==> src/hw/chromaDct_cfg.svh <==
// Sizes and constants assume unsigned 8-bit samples and basis coefficients scaled by 2^14
`ifndef CHROMA_DCT_CFG_SVH
`define CHROMA_DCT_CFG_SVH

// Block side and data widths
`define DCT_N 8
`define DCT_PIX_W 8
`define DCT_COEF_W 15
`define DCT_OUT_W 11

// Leaves two bits over the widest column pass sum
`define DCT_ACC_W 27

// The round bit is the top fraction bit
`define DCT_FRAC_W 14

// Basis magnitudes, round(2^14 * c_k * cos(m*pi/16))
`define DCT_C0 5793
`define DCT_C1 8035
`define DCT_C2 7568
`define DCT_C3 6811
`define DCT_C5 4551
`define DCT_C6 3135
`define DCT_C7 1598

// Eight pixels of 128 weighted by C0, removed from the DC sum instead of offsetting pixels
`define DCT_DC_OFFSET 5932032

`endif
==> src/hw/chromaDctPkg.sv <==
// Types for the DCT datapath, where the accumulator field split assumes DCT_FRAC_W of 14
`include "chromaDct_cfg.svh"

package chromaDctPkg;

	typedef logic [`DCT_PIX_W-1:0] pixel_t;

	typedef logic signed [`DCT_COEF_W-1:0] coef_t;

	// Indexed by frequency
	typedef coef_t [`DCT_N-1:0] coefVector_t;

	typedef logic signed [`DCT_ACC_W-1:0] acc_t;

	typedef struct packed {
		logic [`DCT_ACC_W-`DCT_FRAC_W-1:0] intPart;
		logic roundBit;
		logic [`DCT_FRAC_W-2:0] fraction;
	} accFields_t;

	// One accumulator word, seen as a signed sum or split for rounding
	typedef union packed {
		acc_t raw;
		accFields_t fields;
	} accWord_u;

	typedef logic signed [`DCT_OUT_W-1:0] outValue_t;

	typedef outValue_t [`DCT_N-1:0] rowResult_t;

	// Element 8k+j holds frequency pair (k, j)
	typedef outValue_t [`DCT_N*`DCT_N-1:0] dctBlock_t;

	typedef logic [$clog2(`DCT_N*`DCT_N)-1:0] coefIndex_t;

	typedef struct packed {
		coefIndex_t index;
		outValue_t value;
	} dctCoef_t;

	// Round half up at the top fraction bit and keep the low output bits
	function automatic outValue_t roundAcc(input accWord_u word);
		return outValue_t'(word.fields.intPart + word.fields.roundBit);
	endfunction

endpackage

==> src/hw/dctRowPass.sv <==
// Expects row-major pixels with no framing, so the first pixel after reset starts row 0
`timescale 1ns/1ps
`include "chromaDct_cfg.svh"

module dctRowPass (
	input logic clk,
	input logic rst,
	input logic pixelValid,
	input chromaDctPkg::pixel_t pixel,
	output logic rowValid,
	output chromaDctPkg::rowResult_t rowResult
);
	import chromaDctPkg::*;

	logic [2:0] column;
	logic rowDone;
	coefVector_t rowCoefs;
	logic signed [`DCT_PIX_W:0] pixSigned;
	acc_t product [`DCT_N];
	accWord_u acc [`DCT_N];
	accWord_u sumNext [`DCT_N];
	accWord_u finalSum [`DCT_N];

	dctCoefTable coefTable_i (
		.sampleIndex(column),
		.coefs(rowCoefs)
	);

	// Zero extension keeps the pixel positive in the signed multiply
	assign pixSigned = {1'b0, pixel};

	always_comb begin
		for (int k = 0; k < `DCT_N; k++) begin
			product[k] = pixSigned * rowCoefs[k];
			// Column 0 starts a new row, so the old sum is dropped
			sumNext[k].raw = (column == 3'd0) ? product[k] : acc[k].raw + product[k];
			finalSum[k].raw = sumNext[k].raw;
		end
		// Re-centres the pixels around zero for the DC term only
		finalSum[0].raw = sumNext[0].raw - acc_t'(`DCT_DC_OFFSET);
	end

	always_ff @(posedge clk) begin
		if (rst) begin
			column <= '0;
			rowDone <= 1'b0;
			rowValid <= 1'b0;
		end else begin
			// The row result is registered with the last pixel and announced one edge later
			rowDone <= pixelValid && (column == 3'd7);
			rowValid <= rowDone;
			if (pixelValid) begin
				column <= column + 3'd1;
			end
		end
	end

	always_ff @(posedge clk) begin
		if (pixelValid) begin
			for (int k = 0; k < `DCT_N; k++) begin
				acc[k] <= sumNext[k];
			end
			// The last pixel's product is folded in straight from the adders
			if (column == 3'd7) begin
				for (int k = 0; k < `DCT_N; k++) begin
					rowResult[k] <= roundAcc(finalSum[k]);
				end
			end
		end
	end

endmodule

==> src/hw/dctCoefTable.sv <==
// Purely combinational, returns column n of the 2^14 scaled 8x8 DCT basis matrix
`timescale 1ns/1ps
`include "chromaDct_cfg.svh"

module dctCoefTable (
	input logic [2:0] sampleIndex,
	output chromaDctPkg::coefVector_t coefs
);
	import chromaDctPkg::*;

	// T[freq][sample] from the angle (2n+1)k in units of pi/16
	function automatic coef_t basisValue(input logic [2:0] freq, input logic [2:0] sample);
		logic [4:0] phase;
		logic [4:0] folded;
		logic negate;
		coef_t magnitude;

		// One full turn is 32 units, so the cast wraps the angle
		phase = 5'((2 * sample + 1) * freq);
		folded = (phase > 5'd16) ? 5'(6'd32 - {1'b0, phase}) : phase;

		// Past a quarter turn the cosine is negative
		negate = folded > 5'd8;
		if (negate) begin
			folded = 5'(5'd16 - folded);
		end

		// Index 0 only occurs for DC, and cos(pi/4)/2 equals c0 as well
		case (folded)
			5'd0, 5'd4: magnitude = coef_t'(`DCT_C0);
			5'd1: magnitude = coef_t'(`DCT_C1);
			5'd2: magnitude = coef_t'(`DCT_C2);
			5'd3: magnitude = coef_t'(`DCT_C3);
			5'd5: magnitude = coef_t'(`DCT_C5);
			5'd6: magnitude = coef_t'(`DCT_C6);
			5'd7: magnitude = coef_t'(`DCT_C7);
			default: magnitude = '0;
		endcase

		return negate ? -magnitude : magnitude;
	endfunction

	always_comb begin
		for (int k = 0; k < `DCT_N; k++) begin
			coefs[k] = basisValue(3'(k), sampleIndex);
		end
	end

endmodule

==> config.mk <==
export PLATFORM = sky130hd
export DESIGN_NAME = dctRowPass
export DESIGN_NICKNAME = d
export VERILOG_FILES = /design/src/hw/chromaDctPkg.sv /design/src/hw/dctRowPass.sv /design/src/hw/dctCoefTable.sv
export VERILOG_INCLUDE_DIRS = /design/src /design/src/hw
export SDC_FILE = /design/constraint.sdc
export NUM_CORES = 2
export LEC_CHECK = 0
export BUFFER_PORTS_ARGS = -buffer_cell sky130_fd_sc_hd__buf_4
export CAP_MARGIN = 20
export CORE_MARGIN = 5
export CORE_UTILIZATION = 45
export DETAILED_ROUTE_END_ITERATION = 12
export GPL_TIMING_DRIVEN = 1
export PLACE_DENSITY = 0.69
export SETUP_SLACK_MARGIN = 0.3
export SYNTH_ARGS = -nofsm -noshare
export SYNTH_HDL_FRONTEND = slang
export SYNTH_SLANG_ARGS = --single-unit
==> constraint.sdc <==
create_clock -name clk -period 11.42 [get_ports clk]
set_input_delay 0.571 -clock clk [delete_from_list [all_inputs] [get_ports clk]]
set_output_delay 0.571 -clock clk [all_outputs]
set_load 0.005 [all_outputs]
## Word level (Yosys, flattened, before mapping)

Memory sizes are Yosys's and may differ from the RTL's.
Index checks and enable logic that the tools add are counted.

| storage, ports and cells | value |
|---|---|
| memory bits (read-only) | 832 |
| output and inout port bits | 89 |
| logic and storage cells | 135 |
| register bits | 93 |
| memories kept | 9 |
| bits in writable memories | 216 |
| input bits | 11 |

| operators by class | value |
|---|---|
| magnitude comparators | 14 |
| add/subtract/negate cells | 40 |
| eq/ne operators | 1 |
| reductions and logical operators | 10 |
| muxes and demuxes | 38 |
| multipliers | 12 |

Memory list:

| name | words | bits a word | rd ports | clocked after memory_dff | wr ports | line | RTL |
|---|---|---|---|---|---|---|---|
| acc | 8 | 27 | 8 | 0 | 8 | dctRowPass.sv:20 | `` accWord_u acc [`DCT_N]; `` |
| (no name shown) | 8 | 13 | 1 | 0 | 0 | dctCoefTable.sv:29 | `case (folded)` |
| (no name shown) | 8 | 13 | 1 | 0 | 0 | dctCoefTable.sv:29 |  |
| (no name shown) | 8 | 13 | 1 | 0 | 0 | dctCoefTable.sv:29 |  |
| (no name shown) | 8 | 13 | 1 | 0 | 0 | dctCoefTable.sv:29 |  |
| (no name shown) | 8 | 13 | 1 | 0 | 0 | dctCoefTable.sv:29 |  |
| 3 more memories | -- | -- | -- | -- | -- | -- |  |

Operators by type and width:

| cell | number |
|---|---|
| $add 27x24->27 | 8 |
| $mux 27 | 8 |
| $mux 15 | 14 |
| $mul 9x15->24 | 8 |
| $neg 15->15 | 7 |
| $add 11x1->11 | 8 |
| $mux 5 | 14 |
| $mul 32x3->5 const B | 2 |
| $gt 5x4->1 const B | 7 |
| $gt 5x5->1 const B | 7 |
| $sub 1x5->5 const A | 7 |
| $sub 5x5->5 const A | 7 |
| $mul 32x2->4 const B | 1 |
| $mul 32x2->5 const B | 1 |
| $sub 25x24->25 const B | 1 |
| $logic_not 2->1 | 7 |
| $add 4x1->5 const B | 1 |
| $add 3x1->3 const B | 1 |
| $eq 3x3->1 const B | 1 |
| $logic_not 3->1 | 1 |
| $mux 1 | 2 |
| $reduce_and 2->1 | 1 |
| $logic_and 1x1->1 | 1 |

## Logic depth before layout (Yosys ltp)

| depth | value |
|---|---|
| word-level depth | 14 |
| mapped depth | 41 |
| gate-level depth less buffers | 37 |

## Cells and area by module

A second synthesis with hierarchy kept.

| unflattened totals | value |
|---|---|
| cells, all modules | 6297 |
| area, all modules | 56935.9 µm² |

Modules (own cells, without submodules):

| module | cells an instance | area each (µm²) | times used | seq. area each (µm²) |
|---|---|---|---|---|
| dctRowPass | 6157 | 55901.1 | 1 | 8748.4 |
| dctCoefTable | 140 | 1034.7 | 1 | 0.0 |

## Worst setup path after synthesis

No wires, ideal clock.

| path | value |
|---|---|
| path kind | register to register |
| from | reg column[0] |
| to | reg rowResult[87] in the netlist's numbering, data pin |
| period minus slack after synthesis | 9061 ps |
| setup slack | 2359 ps |
| stages on the path, launching flop included | 38 |
| data required time | 11153 ps |
| buffers on the path | 5 |
| data arrival time | 8794 ps |
| library setup time | 267 ps |
| cell sequence | dfxtp_1 clkbuf_1 inv_1 ha_1 clkbuf_1 buf_1 xnor2_1 fa_1 clkbuf_1 clkbuf_1 nor2_1 fa_1 ha_1 ha_1 inv_1 fa_1 inv_1 ha_1 [... 2 more ...] a21oi_1 o21ba_2 o21bai_1 a21oi_1 xnor2_1 ha_1 nand4_1 nor2_1 a2111oi_0 o31ai_2 xnor2_1 a21oi_1 ha_1 ha_1 nand2_1 nor4b_2 nor4b_2 xor2_1 |

RTL lines:

| element | line | RTL |
|---|---|---|
| start: declaration | dctRowPass.sv:15 | `logic [2:0] column;` |
| start signal: assignment | dctRowPass.sv:53 | `column <= column + 3'd1;` |
| end signal: indexed assignment | dctRowPass.sv:66 | `rowResult[k] <= roundAcc(finalSum[k]);` |
| end: declaration | dctRowPass.sv:11 | `output chromaDctPkg::rowResult_t rowResult` |

==> flow_metrics.py <==
metrics = {
    "run_status": {
        "status": "finished, final reports clean",
    },
    "yosys": {
        "syn_area_per_cell_um2": 9.29,
        "synth_area_mm2": 0.0496,
        "synth_edf_count": 288,
        "netlist_instances": 5342,
        "ys_seq_elements": 293,
        "ys_dominant_reg_cell": "edfxtp_1",
        "synth_warnings": 0,
        "ys_seq_area_frac": 0.176,
        "synth.distinct_cells": 99,
        "async_reset_ff_frac": 0,
    },
    "critical_path": {
        "critPathTopFamily": "adder cells",
        "r2r_slack_ps": 1670,
        "crit_top_cell": "ha_1",
        "critical_path_class": "register to register",
        "regToRegEndpoint": "rowResult[87]",
        "critPathArrivalTime_ps": 10120,
        "cp.required_ps": 11790,
        "start_kind": "register",
        "critPathCaptureType": "register",
        "critPathBufInv": 3,
        "worstRegToRegCells": 35,
        "crit_path_max_fanout": 18,
        "r2r_start": "column[0]",
        "startpoint": "column[0]",
        "crit_path_top_delay_cell": "fa_1",
        "critPathMaxStageDelay_ps": 1050,
    },
    "clock_network": {
        "cts_buffer_depth": 3,
        "ctsHoldBuffers": 0,
        "htreeDepth": 2,
        "cts_setup_buffers": 0,
        "insertion_delay_ps": 630,
        "cts_tree": "yes",
        "cts-resized-gates": 0,
        "cts_made_buffers": 42,
        "cts.sinks": 293,
        "clkTransAtPathRegs_ps": 60,
        "cts_root_buf": "clkbuf_16",
    },
    "final_layout": {
        "num-nets-final": 6631,
        "register_area_mm2": 0.00875,
        "nFillCells": 10200,
        "multi_input_area_mm2": 0.0365,
        "stdcell_count": 6887,
        "area_growth_pct": 7.36,
        "layout_common_cells": "1,015 x inv_1, 638 x fa_1, 603 x ha_1",
        "drive_gt1_frac": 0.0475,
        "final_common_cell": "inv_1",
        "fin_util": 0.488,
        "antennaDiodeCount": 0,
    },
    "detailed_routing": {
        "ant_nets": 0,
        "vias": 36300,
        "drcViolationCount": 0,
        "routed_wl_mm": 111,
        "first_pass_iters": 5,
        "wl_per_cell_um": 16.1,
        "drt_iter0_markers": 1949,
        "avgViaCountPerCell": 5.28,
    },
    "global_route": {
        "grt_first_pass_wirelength_mm": 187,
        "grt_max_degree": 142,
        "overflow": 0,
        "first_global_vias": 37600,
        "track_usage": 0.192,
        "antenna_found_initial": 0,
    },
    "die": {
        "start_util": 0.455,
        "fp.dieArea_mm2": 0.117,
        "rows": 121,
        "die_w_um": 342,
        "io_pins": 100,
        "die_h_um": 342,
        "fp.coreArea_mm2": 0.109,
    },
    "timing": {
        "slew_violations": 0,
        "worst_pin_slew_ps": 930,
        "period_minus_slack_ps": 9750,
        "max_clock_freq_mhz": 103,
        "setup-tns-final_ps": 0,
        "max-slew-margin-rel": 0.380,
        "setup_viol": 0,
        "skew_ps": 25.4,
        "hold_violations": 0,
        "period_share": 0.854,
        "rsz0062_at_grt": "false",
        "fin_hold_ws_ps": 177,
    },
    "flow_run": {
        "cap_viol_max_count": 0,
    },
    "worst_hold_path": {
        "hold_path_startpoint": "rst",
        "min_path_cells": 2,
        "hold-path-endpoint": "column[0]",
        "hold_path_class": "input pin to register",
    },
    "placement": {
        "port_buffers": 99,
        "dp_cells": 6810,
        "gp_congestion": 0.912,
        "dpl.hpwl_mm": 86.7,
    },
}
per-layer routing:
layer	GRT usage	part of all wire
met5	0	0
met2	0.334	0.49
met3	0.0268	0.050
met4	0.0527	0.029
met1	0.252	0.44
worst max-delay path by stage:
stage	slack (ps)	endpoint	cells past startpoint
finish	1670	rowResult[87]	35
global route	1100	rowResult[87]	35
CTS	1700	rowResult[87]	35
detailed placement	1770	rowResult[87]	35
global placement	2040	rowResult[87]	35
floorplan	2360	rowResult[87]	37
state kept, by name, indices dropped and copies added (netlist names):
signal	count
rowDone	1
column	3
rowResult	88
rowValid	1
acc	200
cells in the mapped netlist (all sizes together), types with 6 or more instances:
| master | instances | area (um^2) |
|---|---|---|
| inv | 1016 | 3810 |
| buf | 23 | 126 |
| o21bai | 44 | 334 |
| o221ai | 11 | 96.3 |
| a211o | 10 | 87.6 |
| a31o | 8 | 70.1 |
| nand2 | 362 | 1360 |
| and2 | 148 | 926 |
| nand3 | 63 | 320 |
| a21o | 104 | 783 |
| nand3b | 6 | 45.0 |
| o31a | 10 | 87.6 |
| and3 | 40 | 250 |
| o21ai | 224 | 1120 |
| xor2 | 146 | 1280 |
| mux2i | 22 | 220 |
| or2 | 12 | 75.1 |
| o22ai | 6 | 37.5 |
| a21boi | 8 | 60.1 |
| a2111oi | 9 | 105 |
| nand2b | 80 | 508 |
| a21oi | 327 | 1650 |
| clkbuf | 104 | 413 |
| xnor2 | 238 | 2080 |
| edfxtp | 288 | 8650 |
| a211oi | 49 | 388 |
| nor4 | 11 | 83.8 |
| o21a | 42 | 315 |
| a41oi | 7 | 61.3 |
| ha | 603 | 7540 |
| nor2b | 90 | 563 |
| mux2 | 15 | 169 |
| nor3 | 51 | 270 |
| and4 | 6 | 55.1 |
| or3 | 15 | 98.8 |
| nor2 | 319 | 1200 |
| nand4 | 30 | 188 |
| a31oi | 30 | 215 |
| o31ai | 29 | 297 |
| o211ai | 25 | 188 |
| fa | 638 | 12800 |
kinds of logic (layout without fill, tap and decap cells):
family / Yosys count / count (layout) / synth area share
compound gates: 987 / 987 / 0.128
xor+xnor: 384 / 384 / 0.0678
fa+ha+maj: 1241 / 1241 / 0.409
buf+inv: 1148 / 1215 / 0.0881
flops: 293 / 293 / 0.176
mux: 37 / 37 / 0.00784
other cells: 2 / 4 / 0.000151
simple gates: 1250 / 1250 / 0.123
layout make-up:
class | count | share of cell area
Inverter | 1021 | 0.0719
Timing Repair Buffer | 118 | 0.0176
Clock inverter | 29 | 0.00587
Sequential cell | 293 | 0.164
Multi-Input combinational cell | 3903 | 0.686
Tap cell | 1476 | 0.0347
Clock buffer | 47 | 0.0201
stage by stage:
stage | instance area, um^2 | setup WS [ps]
5_1_grt | 53300 | 1100
4_1_cts | 53200 | 1700
2_1_floorplan | 49600 | 2360
3_3_place_gp | 51900 | 2040
6_report | 53300 | 1670
3_5_place_dp | 51900 | 1770
Power is left out: the tool's default activity adds up to more than one toggle a clock period on the data nets, which glitch-free logic cannot reach.
